**config.mk**
```make
export PLATFORM = sky130hd
export DESIGN_NAME = wrr_arbiter
export DESIGN_NICKNAME = d
export VERILOG_FILES = /design/src/logic/wrr_pkg.sv /design/src/logic/arb_if.sv /design/src/logic/reset_sync.sv /design/src/logic/rr_picker.sv /design/src/logic/credit_counters.sv /design/src/logic/arb_fsm.sv /design/src/logic/wrr_arbiter.sv
export SDC_FILE = /design/constraint.sdc
export NUM_CORES = 1
export LEC_CHECK = 0
export BUFFER_PORTS_ARGS = -buffer_cell sky130_fd_sc_hd__buf_2
export CORE_MARGIN = 5
export CORE_UTILIZATION = 35
export CTS_CLUSTER_SIZE = 16
export DETAILED_ROUTE_END_ITERATION = 8
export GPL_TIMING_DRIVEN = 0
export REMOVE_ABC_BUFFERS = 1
export SYNTH_ARGS = -nofsm -noshare
export SYNTH_HDL_FRONTEND = slang
export SYNTH_SLANG_ARGS = --single-unit
export TNS_END_PERCENT = 30
```
**constraint.sdc**
```tcl
create_clock -name clk -period 1.2 [get_ports clk]
set_input_delay 0.24 -clock clk [delete_from_list [all_inputs] [get_ports clk]]
set_output_delay 0.24 -clock clk [all_outputs]
set_load 0.005 [all_outputs]
```
**src/logic/wrr_pkg.sv**
```systemverilog
// sizes and types shared by the arbiter and its testbench
// three requesters only; the picker's modulo scan assumes N_REQ stays small
package wrr_pkg;

   localparam int N_REQ = 3;
   localparam int WT_W  = 4;
   localparam int POS_W = $clog2(N_REQ);

   // one bit per requester: requests, grants, eligibility, picks
   typedef logic [N_REQ-1:0] req_vec_t;

   // weight or live credit count
   typedef logic [WT_W-1:0] weight_t;

   // element i belongs to requester i
   typedef weight_t [N_REQ-1:0] weight_vec_t;

   // requester index
   typedef logic [POS_W-1:0] pos_t;

   typedef enum logic [1:0]
   {
      IDLE = 2'd0,   // no weights loaded yet
      ARM  = 2'd1,   // no grant outstanding
      BUSY = 2'd2    // one requester owns the bus
   } arb_state_e;

endpackage

```
**src/logic/arb_if.sv**
```systemverilog
// internal arbiter interface, single clock domain
// eligible, pick and pick_valid are combinational within one cycle
`timescale 1ns/1ns

interface arb_if;
   import wrr_pkg::*;

   req_vec_t eligible;     // req masked by nonzero credit
   req_vec_t pick;         // one-hot or zero
   logic     pick_valid;
   logic     take;         // commit pick on this edge
   logic     load;         // capture new weights
   logic     reload;       // credits back to stored weights

   modport fsm (
      input  pick,
      input  pick_valid,
      output take,
      output load,
      output reload
   );

   modport credits (
      input  pick,
      input  take,
      input  load,
      input  reload,
      output eligible
   );

   modport picker (
      input  eligible,
      input  take,
      output pick,
      output pick_valid
   );

endinterface

```
**src/logic/reset_sync.sv**
```systemverilog
// asserts with resetb, releases on the second rising clk after resetb goes high
`timescale 1ns/1ns

module reset_sync (
   input  logic clk,
   input  logic resetb,
   output logic rst_n
);

   logic rst_meta;

   always_ff @(posedge clk or negedge resetb)
   begin
      if (!resetb)
      begin
         rst_meta <= 1'b0;
         rst_n    <= 1'b0;
      end
      else
      begin
         rst_meta <= 1'b1;
         rst_n    <= rst_meta;
      end
   end

endmodule

```
**src/logic/rr_picker.sv**
```systemverilog
// rotating priority, search starts one past the last committed position
// pick is combinational from eligible; position moves only on take
`timescale 1ns/1ns

module rr_picker (
   input  logic clk,
   input  logic rst_n,
   arb_if.picker bus
);
   import wrr_pkg::*;

   pos_t     last_pos;
   pos_t     pick_pos;
   req_vec_t pick;

   // scan from farthest to nearest so the nearest eligible wins
   always_comb
   begin
      int cand;
      pick     = '0;
      pick_pos = last_pos;
      cand     = 0;
      for (int k = N_REQ; k >= 1; k--)
      begin
         cand = (int'(last_pos) + k) % N_REQ;
         if (bus.eligible[cand])
         begin
            pick       = '0;
            pick[cand] = 1'b1;
            pick_pos   = pos_t'(cand);
         end
      end
   end

   assign bus.pick       = pick;
   assign bus.pick_valid = |bus.eligible;

   always_ff @(posedge clk or negedge rst_n)
   begin
      if (!rst_n)
         last_pos <= pos_t'(N_REQ - 1);   // first search starts at 0
      else if (bus.take)
         last_pos <= pick_pos;
   end

   a_pick_onehot : assert property (
      @(posedge clk) disable iff (!rst_n)
      $onehot0(bus.pick)
   ) else $error("picker selected more than one requester");

   // eligible comes from the credit counters
   a_pick_in_eligible : assert property (
      @(posedge clk) disable iff (!rst_n)
      (bus.pick & ~bus.eligible) == '0
   ) else $error("pick outside the eligible set");

   // take is issued by the FSM and needs a valid pick behind it
   a_take_has_pick : assert property (
      @(posedge clk) disable iff (!rst_n)
      bus.take |-> bus.pick_valid
   ) else $error("take without a valid pick");

endmodule

```
**src/logic/credit_counters.sv**
```systemverilog
// load wins over reload, reload over take; a zero weight blocks that requester
// stored weights are only meaningful after the first load
`timescale 1ns/1ns

module credit_counters (
   input  logic                 clk,
   input  logic                 rst_n,
   input  wrr_pkg::req_vec_t    req,
   input  wrr_pkg::weight_vec_t weights,
   arb_if.credits               bus
);
   import wrr_pkg::*;

   weight_vec_t stored;
   weight_vec_t credit;
   req_vec_t    has_credit;

   always_ff @(posedge clk)
   begin
      if (bus.load)
         stored <= weights;
   end

   always_ff @(posedge clk or negedge rst_n)
   begin
      if (!rst_n)
         credit <= '0;
      else if (bus.load)
         credit <= weights;
      else if (bus.reload)
         credit <= stored;
      else if (bus.take)
      begin
         for (int i = 0; i < N_REQ; i++)
         begin
            if (bus.pick[i])
               credit[i] <= credit[i] - 1'b1;
         end
      end
   end

   always_comb
   begin
      for (int i = 0; i < N_REQ; i++)
      begin
         has_credit[i] = (credit[i] != '0);
      end
   end

   assign bus.eligible = req & has_credit;

   // pick and take come from the picker and FSM
   a_no_underflow : assert property (
      @(posedge clk) disable iff (!rst_n)
      bus.take |-> ((bus.pick & ~has_credit) == '0)
   ) else $error("credit decremented from zero");

endmodule

```
**src/logic/arb_fsm.sv**
```systemverilog
// gnt is registered and holds until the owner pulses its end_access bit
// wt_load is accepted only in IDLE and ARM
`timescale 1ns/1ns

module arb_fsm (
   input  logic              clk,
   input  logic              rst_n,
   input  logic              wt_load,
   input  wrr_pkg::req_vec_t end_access,
   output wrr_pkg::req_vec_t gnt,
   arb_if.fsm                bus
);
   import wrr_pkg::*;

   arb_state_e state;
   arb_state_e next_state;
   req_vec_t   next_gnt;
   logic       access_done;
   logic       take;
   logic       load;
   logic       reload;

   // only the current owner can end its access
   assign access_done = |(end_access & gnt);

   always_comb
   begin
      next_state = state;
      next_gnt   = gnt;
      take       = 1'b0;
      load       = 1'b0;
      reload     = 1'b0;

      case (state)
         IDLE:
         begin
            next_gnt = '0;
            if (wt_load)
            begin
               load       = 1'b1;
               next_state = ARM;
            end
         end
         ARM:
         begin
            if (wt_load)
               load = 1'b1;   // new weights, arbitrate next cycle
            else if (bus.pick_valid)
            begin
               take       = 1'b1;
               next_gnt   = bus.pick;
               next_state = BUSY;
            end
            else
               reload = 1'b1;
         end
         BUSY:
         begin
            if (access_done)
            begin
               if (bus.pick_valid)
               begin
                  take     = 1'b1;
                  next_gnt = bus.pick;
               end
               else
               begin
                  next_gnt   = '0;
                  reload     = 1'b1;
                  next_state = ARM;
               end
            end
         end
         default:
         begin
            next_gnt   = '0;
            next_state = IDLE;
         end
      endcase
   end

   assign bus.take   = take;
   assign bus.load   = load;
   assign bus.reload = reload;

   always_ff @(posedge clk or negedge rst_n)
   begin
      if (!rst_n)
      begin
         state <= IDLE;
         gnt   <= '0;
      end
      else
      begin
         state <= next_state;
         gnt   <= next_gnt;
      end
   end

   a_gnt_onehot : assert property (
      @(posedge clk) disable iff (!rst_n)
      $onehot0(gnt)
   ) else $error("more than one grant");

   a_gnt_only_busy : assert property (
      @(posedge clk) disable iff (!rst_n)
      (state != BUSY) |-> (gnt == '0)
   ) else $error("grant outside BUSY");

endmodule

```
**src/logic/wrr_arbiter.sv**
```systemverilog
// weights take effect only through wt_load in IDLE or ARM
// gnt stays zero until the second rising clk after resetb is released
`timescale 1ns/1ns

module wrr_arbiter (
   input  logic              clk,
   input  logic              resetb,
   input  wrr_pkg::req_vec_t req,
   input  wrr_pkg::req_vec_t end_access,
   input  logic              wt_load,
   input  wrr_pkg::weight_t  wt_0,
   input  wrr_pkg::weight_t  wt_1,
   input  wrr_pkg::weight_t  wt_2,
   output wrr_pkg::req_vec_t gnt
);
   import wrr_pkg::*;

   logic        rst_n;
   weight_vec_t weights;

   assign weights = {wt_2, wt_1, wt_0};   // element i for requester i

   arb_if bus ();

   reset_sync u_reset_sync (
      .clk    (clk),
      .resetb (resetb),
      .rst_n  (rst_n)
   );

   credit_counters u_credits (
      .clk     (clk),
      .rst_n   (rst_n),
      .req     (req),
      .weights (weights),
      .bus     (bus.credits)
   );

   rr_picker u_picker (
      .clk   (clk),
      .rst_n (rst_n),
      .bus   (bus.picker)
   );

   arb_fsm u_fsm (
      .clk        (clk),
      .rst_n      (rst_n),
      .wt_load    (wt_load),
      .end_access (end_access),
      .gnt        (gnt),
      .bus        (bus.fsm)
   );

endmodule

```
==> metrics.md, run 1 <==
| Metric | Value |
|---|---|
| GRT overflow | `0` |
| Vias | `1977` |
| Synth Register Bits | `33` |
| Clock sinks | `33` |
| Leak | `between 1 and 1.5 nW` |
| Vias per cell | `~5.5` |
| H-tree depth | `2` |
| Core area | `0.00603 mm2` |
| Arrival time of the worst setup path | `2760 ps` |
| Router iterations before antenna repair | `4` |
| Initial antenna violation count | `0` |
| P per Cell Area | `around 2800 mW/mm2` |
| Die H | `around 89 um` |
| Final #Nets | `between 300 and 400` |
| Slew margin rel. | `0.415` |
| Syn avg cell area | `~9.7 um2` |
| Count of final setup violators | `31` |
| CTS tree | `built` |
| Post-synthesis sequential area ratio | `0.404` |
| Die area | `0.00796 mm2` |
| Worst-skew pair later-pin latency | `290 ps` |
| IO Pins | `24` |
| Asr flop ratio synth | `0.636` |
| Setup WS pre-CTS | `-2260 ps` |
| Status | `finished, violations left` |
| Vias in the first global route | `around 1900` |
| Peak supply drop | `approximately 1.4 mV` |
| Tmin final | `approximately 2600 ps` |
| Final ANT Viol Nets | `0` |
| Syn Inst Count | `between 200 and 250` |
| Most frequent cells in the layout | `31 x buf_4, 23 x buf_2, 19 x dfrtp_1` |
| Mapped Area | `0.00220 mm2` |
| Post-synth EDFFs | `12` |
| Yosys Warn Count | `0` |
| Final core utilization | `0.518` |
| Crit path launch type | `flop` |
| DRT iter0 DRCs | `slightly above 100` |
| Ant. Diodes | `0` |
| DR DRC count | `0` |
| Row Count | `28` |
| Starting density of the core | `0.364` |
| Setup TNS | `-26930 ps` |
| Worst-path fanout max | `5` |
| Crit end category | `flop` |
| Worst Tran Pin Value | `approximately 880 ps` |
| Layout area overhead | `42.2%` |
| Final Total Pwr | `~0.0086 W` |
| Post-synthesis cell type count | `60` |
| Clk slew on worst S/H paths | `70 ps` |
| RSZ-0062 raised after global routing | `yes` |
| CTS buffer count | `5` |
| DP Area | `roughly 0.0023 mm2` |
| Fillers | `between 500 and 600` |
| Estimated wirelength of the detail-placed design | `3500 um` |
| Synth Flop Type | `dfrtp_1` |
| Worst-case clock buffer depth | `2` |
| Global Route Usage Sum | `0.152` |
| Final Hold Viols | `0` |
| Worst clock skew | `8.25 ps` |
| Number of max-cap violations | `0` |
| Crit Path Class | `flop to flop` |
| Port bufs | `23` |
| Slew Limit Fails | `0` |
| Largest net degree at the start of global routing | `29` |
| Drt wl/cell | `between 15 and 20 um` |
| CTS root buffer | `clkbuf_8` |
| First-pass GRT wire length | `approximately 9300 um` |
| Final instance area | `~0.0031 mm2` |
| Setup WS post-layout | `-1380 ps` |
| Class of the worst hold path | `primary input to flop` |
| Period utilization | `2.15` |
| Routability Congestion | `approximately 0.84` |
| F_max | `~0.39 GHz` |
| WL final | `between 5000 and 6000 um` |
| Die width | `a little under 90 um` |
| Critical Path RT | `~1400 ps` |
| Layout cells sized above 1 | `0.470` |
| Most common library cell in the layout ignoring fill and taps | `buf_4` |
| Failing checks | `setup timing` |
==> area by class of cell <==
class | count | area, um2 | area share
timing repair buffer | 60 | 432 | 0.138
multi-input combinational | 164 | 1510 | 0.483
clock inverter | 2 | 33.8 | 0.0108
inverter | 18 | 93.8 | 0.0301
tap | 75 | 93.8 | 0.0301
clock buffer | 6 | 72.6 | 0.0232
sequential | 33 | 888 | 0.285
==> kinds of logic (layout without fill, tap and decap cells) <==
kind of cell    after synthesis  count (layout)  share of synthesized area
compound gates               69              69                      0.238
simple gates                 64              65                      0.149
flops                        33              33                      0.404
buf+inv                      31              86                     0.0627
mux                          12              12                     0.0581
fa+ha+maj                    11              11                     0.0627
xor+xnor                      6               6                     0.0239
other cells                   1               1                    0.00171
==> cell usage after synthesis, types with 2 or more instances <==
cell / n / area share
or3b_1: 3 / 0.012
a31o_2: 2 / 0.0080
nor2_1: 14 / 0.024
a31oi_1: 3 / 0.0085
a32oi_1: 2 / 0.0080
a211oi_1: 2 / 0.0068
o2111a_1: 2 / 0.010
nor2b_1: 2 / 0.0057
o22ai_1: 4 / 0.011
mux2_2: 6 / 0.031
buf_2: 2 / 0.0046
xor2_1: 4 / 0.016
o221ai_1: 3 / 0.012
o211ai_1: 4 / 0.014
nor3b_1: 3 / 0.010
a22oi_1: 2 / 0.0068
o21bai_1: 2 / 0.0068
dfrtp_1: 20 / 0.23
nand2b_1: 2 / 0.0057
inv_1: 17 / 0.029
a32o_1: 2 / 0.0091
clkbuf_1: 8 / 0.014
nand2_1: 22 / 0.038
a222oi_1: 2 / 0.0091
buf_6: 2 / 0.010
edfxtp_1: 12 / 0.16
nand3_1: 5 / 0.011
mux2i_1: 6 / 0.027
o21ai_0: 11 / 0.025
xnor2_1: 2 / 0.0080
a21oi_1: 10 / 0.023
a311oi_1: 2 / 0.0080
ha_1: 11 / 0.063
o21a_1: 2 / 0.0068
and2_1: 3 / 0.0085
nor3_1: 4 / 0.0091
==> power by group <==
part,leakage (nW),switching (W),internal [W]
Combinational,0.887,0.00274,0.00285
Clock,0.0528,0.000412,0.000613
Sequential,0.367,0.000395,0.00163
==> sequential cells by signal, summed over array words and instances (netlist names) <==
name / flops
u_reset_sync.rst_meta: 1
u_fsm.gnt: 3
u_picker.last_pos: 2
u_credits.stored: 12
u_reset_sync.rst_n: 1
u_credits.credit: 12
u_fsm.state: 2
==> worst max-delay path, cell delays in order, from the launching register on <==
cell and delay [ps]:
dfrtp_1 390, inv_2 90, ha_4 130, or3b_4 410, a222oi_1 450, buf_4 240
buf_12 110, buf_6 100, nor2_4 50, nand2_2 80, o22ai_4 90, mux2_4 320
==> path summary, 6_finish.rpt <==
check | slack (ps) | start | endpoint | cells after the start
max | -1380 | u_credits.credit[8] | u_credits.credit[3] | 11
min | 140 | wt_2[1] | u_credits.stored[9] | 1
min in group asynchronous | 260 | resetb | u_reset_sync.rst_meta | 2
max in group asynchronous | 240 | u_reset_sync.rst_n | u_picker.last_pos[0] | 0
min reg2reg | 350 | u_reset_sync.rst_meta | u_reset_sync.rst_n | 0
max reg2reg | -1380 | u_credits.credit[8] | u_credits.credit[3] | 11
==> stage by stage <==
step	hold WS, ps	std cells
final	141	358
after global routing	130	358
after CTS	133	344
after detailed placement	27.1	314
after global placement	25.4	312
after floorplan	-55.6	214
==> what timing repair did <==
| item | 4_1_cts | 5_1_grt |
|---|---|---|
| hold endpoints to repair | 2 | 0 |
| gates cloned | 1 | 0 |
| resized for setup | 63 | 23 |
| setup buffers | 20 | 15 |
| pin swaps | 18 | 14 |
| hold buffers | 1 | 0 |
| setup endpoints to repair | 31 | 31 |
==> metal layers <==
metal | vias up | GRT usage | part of all wire | routed length, um
met5 | - | 0 | 0 | 0
met4 | 0 | 0.0406 | 0.011 | 65
met3 | 5 | 0.0350 | 0.047 | 271
met2 | 39 | 0.243 | 0.49 | 2820
met1 | 974 | 0.206 | 0.46 | 2650
li1 | 959 | - | - | -
Note: power is estimated with default switching activity, not from simulation.
==> run 2, diff against run 1 <==
Settings changed: ABC_AREA set to 1.
==> run 2 against run 1 <==
The run still ends with setup timing left; clock power down 20%; clock-buffer cell count grew 1; sequential power fell by 2%; area after synthesis down 0.74%; cell count up 18%; cell area barely moved; global-route usage rose by 0.67 points; largest power group unchanged.
==> metrics.md, run 2 <==
| Metric | Value |
|---|---|
| Status | `finished, violations left` |
| Failing checks | `setup timing` |
| Critical path's most frequent cell | `nand2_4` |
| IO Pins | `24 (unchanged)` |
| Crit Path Class | `flop to flop` |
| Worst clock skew | `2.30 ps (-5.96 ps)` |
| Most common library cell in the layout ignoring fill and taps | `nand2_1` |
| Row Count | `28 (unchanged)` |
| Largest net degree at the start of global routing | `20 (-31%)` |
| Reg-to-Reg Start | `u_picker.last_pos[1]` |
| DR DRC count | `0 (unchanged)` |
| DRT iter0 DRCs | `97 (-4.0%)` |
| Synth Flop Type | `dfrtp_1` |
| Placed cells | `378 (+20%)` |
| Final instance area | `0.00312 mm2 (about the same)` |
| Post-synthesis sequential area ratio | `0.407 (+0.00301)` |
| Top post-synthesis cells by area | `dfrtp_1 23%, nand2_1 18%, edfxtp_1 17%, nand3_1 7.3%, ha_1 6.3%` |
| Post-synthesis cell type count | `29 (-52%)` |
| GR Layer Usage met2 | `0.267 (+0.0234)` |
| Router iterations before antenna repair | `4 (unchanged)` |
| Most frequent cells in the layout | `83 x nand2_1, 31 x buf_4, 24 x nand3_1` |
| P per Cell Area | `3290 mW/mm2 (+19%)` |
| Count of final setup violators | `31 (unchanged)` |
| Worst-path fanout max | `6 (+1)` |
| Post-synth top area cell | `dfrtp_1` |
| Final ANT Viol Nets | `0 (unchanged)` |
| Most frequent cells after synthesis | `104 x nand2_1, 32 x nand3_1, 25 x inv_1` |
| Class of the worst hold path | `primary input to flop` |
| Die width | `88.9 um (-0.33%)` |
| Mapped Area | `0.00218 mm2 (-0.74%)` |
| Setup WS post-layout | `-631 ps (+754 ps)` |
| Share of the synthesized area in the top cell type | `0.230 (+0.00170)` |
| Vias in the first global route | `2096 (+11%)` |
| Hold path depth | `1 (unchanged)` |
| Initial antenna violation count | `0 (unchanged)` |
| Setup WS pre-CTS | `-2030 ps (+237 ps)` |
| CTS tree | `built` |
| Vias | `2078 (+5.1%)` |
| Layout cells sized above 1 | `0.450 (-0.0204)` |
| Final Hold Viols | `0 (unchanged)` |
| Asr flop ratio synth | `0.636 (unchanged)` |
| Crit path launch type | `flop` |
| Syn Inst Count | `284 (+25%)` |
| Worst r2r path cells | `12 (+1)` |
| GR Layer Usage met3 | `0.0276 (-0.00737)` |
| Max incr delay on CP | `610 ps (+160 ps)` |
| Worst-skew pair later-pin latency | `280 ps (about the same)` |
| DP Area | `0.00236 mm2 (+0.48%)` |
| Final #Nets | `378 (+20%)` |
| Tmin final | `1830 ps (-754 ps)` |
| Clock sinks | `33 (unchanged)` |
| Leak | `1.47 nW (+12%)` |
| Final cell count without fillers | `422 (+18%)` |
| Peak supply drop | `1.37 mV (-1.9%)` |
| Period utilization | `1.53 (-0.628)` |
| Global Route Usage Sum | `0.158 (+0.00674)` |
| Reg2reg setup slack | `-630 ps (+750 ps)` |
| Most Used Layer, Global Route | `met2` |
| Clk slew on worst S/H paths | `70 ps (about the same)` |
| Routability Congestion | `0.879 (+5.0%)` |
| CTS root buffer | `clkbuf_8` |
| WL final | `5960 um (+2.6%)` |
| Worst Tran Pin Value | `839 ps (-38.3 ps)` |
| Top Registers | `u_credits.credit (12), u_credits.stored (12), u_fsm.gnt (3)` |
| RSZ-0062 raised after global routing | `yes` |
| Slowest CP cell | `dfstp_2` |
| Die area | `0.00791 mm2 (-0.65%)` |
| Critical Path RT | `1380 ps (about the same)` |
| Core area | `0.00599 mm2 (-0.58%)` |
| Post-synth EDFFs | `12 (unchanged)` |
| Vias per cell | `4.92 (-11%)` |
| Number of max-cap violations | `0 (unchanged)` |
| Worst-case clock buffer depth | `2 (unchanged)` |
| R2R Path End | `u_credits.credit[8]` |
| Layout area overhead | `43.3%` |
| Worst path bufs/invs | `2 (-2)` |
| Met1 Track Usage GR | `0.207 (+0.000725)` |
| Synth Register Bits | `33 (unchanged)` |
| Port bufs | `23 (unchanged)` |
| Syn avg cell area | `7.67 um2 (-21%)` |
| Slew margin rel. | `0.441 (+0.0255)` |
| F_max | `0.546 GHz (+41%)` |
| Drt wl/cell | `14.1 um (-13%)` |
| Die H | `88.9 um (-0.33%)` |
| WHS Endpoint | `u_credits.stored[9]` |
| GRT overflow | `0 (unchanged)` |
| CTS buffer count | `5 (unchanged)` |
| Critical-path cell list | `inv_4 > ha_4 > inv_4 > nand3_1 > nand2_4 > nand3_2 > nand2_2 > nand2_2 > nand2_4 > nand2_4 > nand2_1 > nand2_1` |
| Ant. Diodes | `0 (unchanged)` |
| Crit end category | `flop` |
| First-pass GRT wire length | `9650 um (+3.9%)` |
| Estimated wirelength of the detail-placed design | `3320 um (-5.3%)` |
| H-tree depth | `2 (unchanged)` |
| Fillers | `534 (-0.93%)` |
| Yosys Warn Count | `0 (unchanged)` |
| CP top delay family | `simple AND/OR/NAND/NOR gates` |
| Worst Hold Launch | `wt_2[1]` |
| Arrival time of the worst setup path | `2010 ps (-750 ps)` |
| Count leader, synth | `nand2_1` |
| Slew Limit Fails | `0 (unchanged)` |
| Final core utilization | `0.522 (+0.00345)` |
| Starting density of the core | `0.364 (-0.000584)` |
==> run 2: repair_timing <==
action / CTS / global route
endpoints found under the hold margin: 2 / 0
endpoints found under the setup margin: 31 / 31
hold buffers: 1 / 0
gates cloned: 2 / 0
pin swaps: 21 / 21
buffers inserted: 23 / 10
resized for setup: 54 / 55
==> run 2: logic make-up after synthesis <==
group | Yosys count | synth area share
simple gates | 178 | 0.385
compound gates | 24 | 0.0586
xor+xnor | 6 | 0.0241
other cells | 1 | 0.00172
flops | 33 | 0.407
fa+ha+maj | 11 | 0.0631
buf+inv | 31 | 0.0603
==> run 2: routing by layer <==
metal / vias up / wire (um)
li1: 1045 / -
met1: 984 / 2590
met2: 38 / 3120
met3: 11 / 171
met4: 0 / 75
met5: - / 0
==> run 2: worst reg2reg max path, stage by stage, from the launching register on <==
cell,delay (ps)
dfstp_2,610
inv_4,70
ha_4,170
inv_4,80
nand3_1,140
nand2_4,130
nand3_2,70
nand2_2,90
nand2_2,70
nand2_4,100
nand2_4,80
nand2_1,70
nand2_1,40
==> run 2: power by group <==
part	leakage, nW	internal [W]	switching, W
registers	0.375	0.00163	0.000340
clock network	0.0399	0.000404	0.000413
logic	1.05	0.00318	0.00431
total	1.47	0.00521	0.00506
==> run 2: metrics by stage <==
step / hold slack, ps / total power (W) / TNS, ps
6_report: 141 / 0.0103 / -14210
5_1_grt: 133 / 0.0111 / -16920
4_1_cts: 138 / 0.00875 / -13700
3_5_place_dp: 26.4 / 0.00628 / -39500
3_3_place_gp: 25.5 / 0.00624 / -38190
2_1_floorplan: -55.6 / 0.00538 / -24350
==> run 2: final cells by class <==
cell class | instances | area, um2 | area share
Timing Repair Buffer | 57 | 389 | 0.125
Inverter | 27 | 123 | 0.0392
Sequential cell | 33 | 888 | 0.284
Clock inverter | 1 | 3.75 | 0.00120
Clock buffer | 7 | 76.3 | 0.0244
Tap cell | 75 | 93.8 | 0.0300
Multi-Input combinational cell | 222 | 1550 | 0.496
==> run 2: worst max path at each step <==
stage	startpoint	end	slack, ps	cells past startpoint
2_1_floorplan	u_fsm.state[1]	u_credits.credit[6]	-1240	9
3_3_place_gp	u_fsm.state[1]	u_credits.credit[7]	-1970	9
3_5_place_dp	u_fsm.state[1]	u_credits.credit[7]	-2030	9
4_1_cts	u_picker.last_pos[1]	u_credits.credit[10]	-620	12
5_1_grt	u_picker.last_pos[1]	u_credits.credit[11]	-730	12
6_report	u_picker.last_pos[1]	u_credits.credit[8]	-630	12
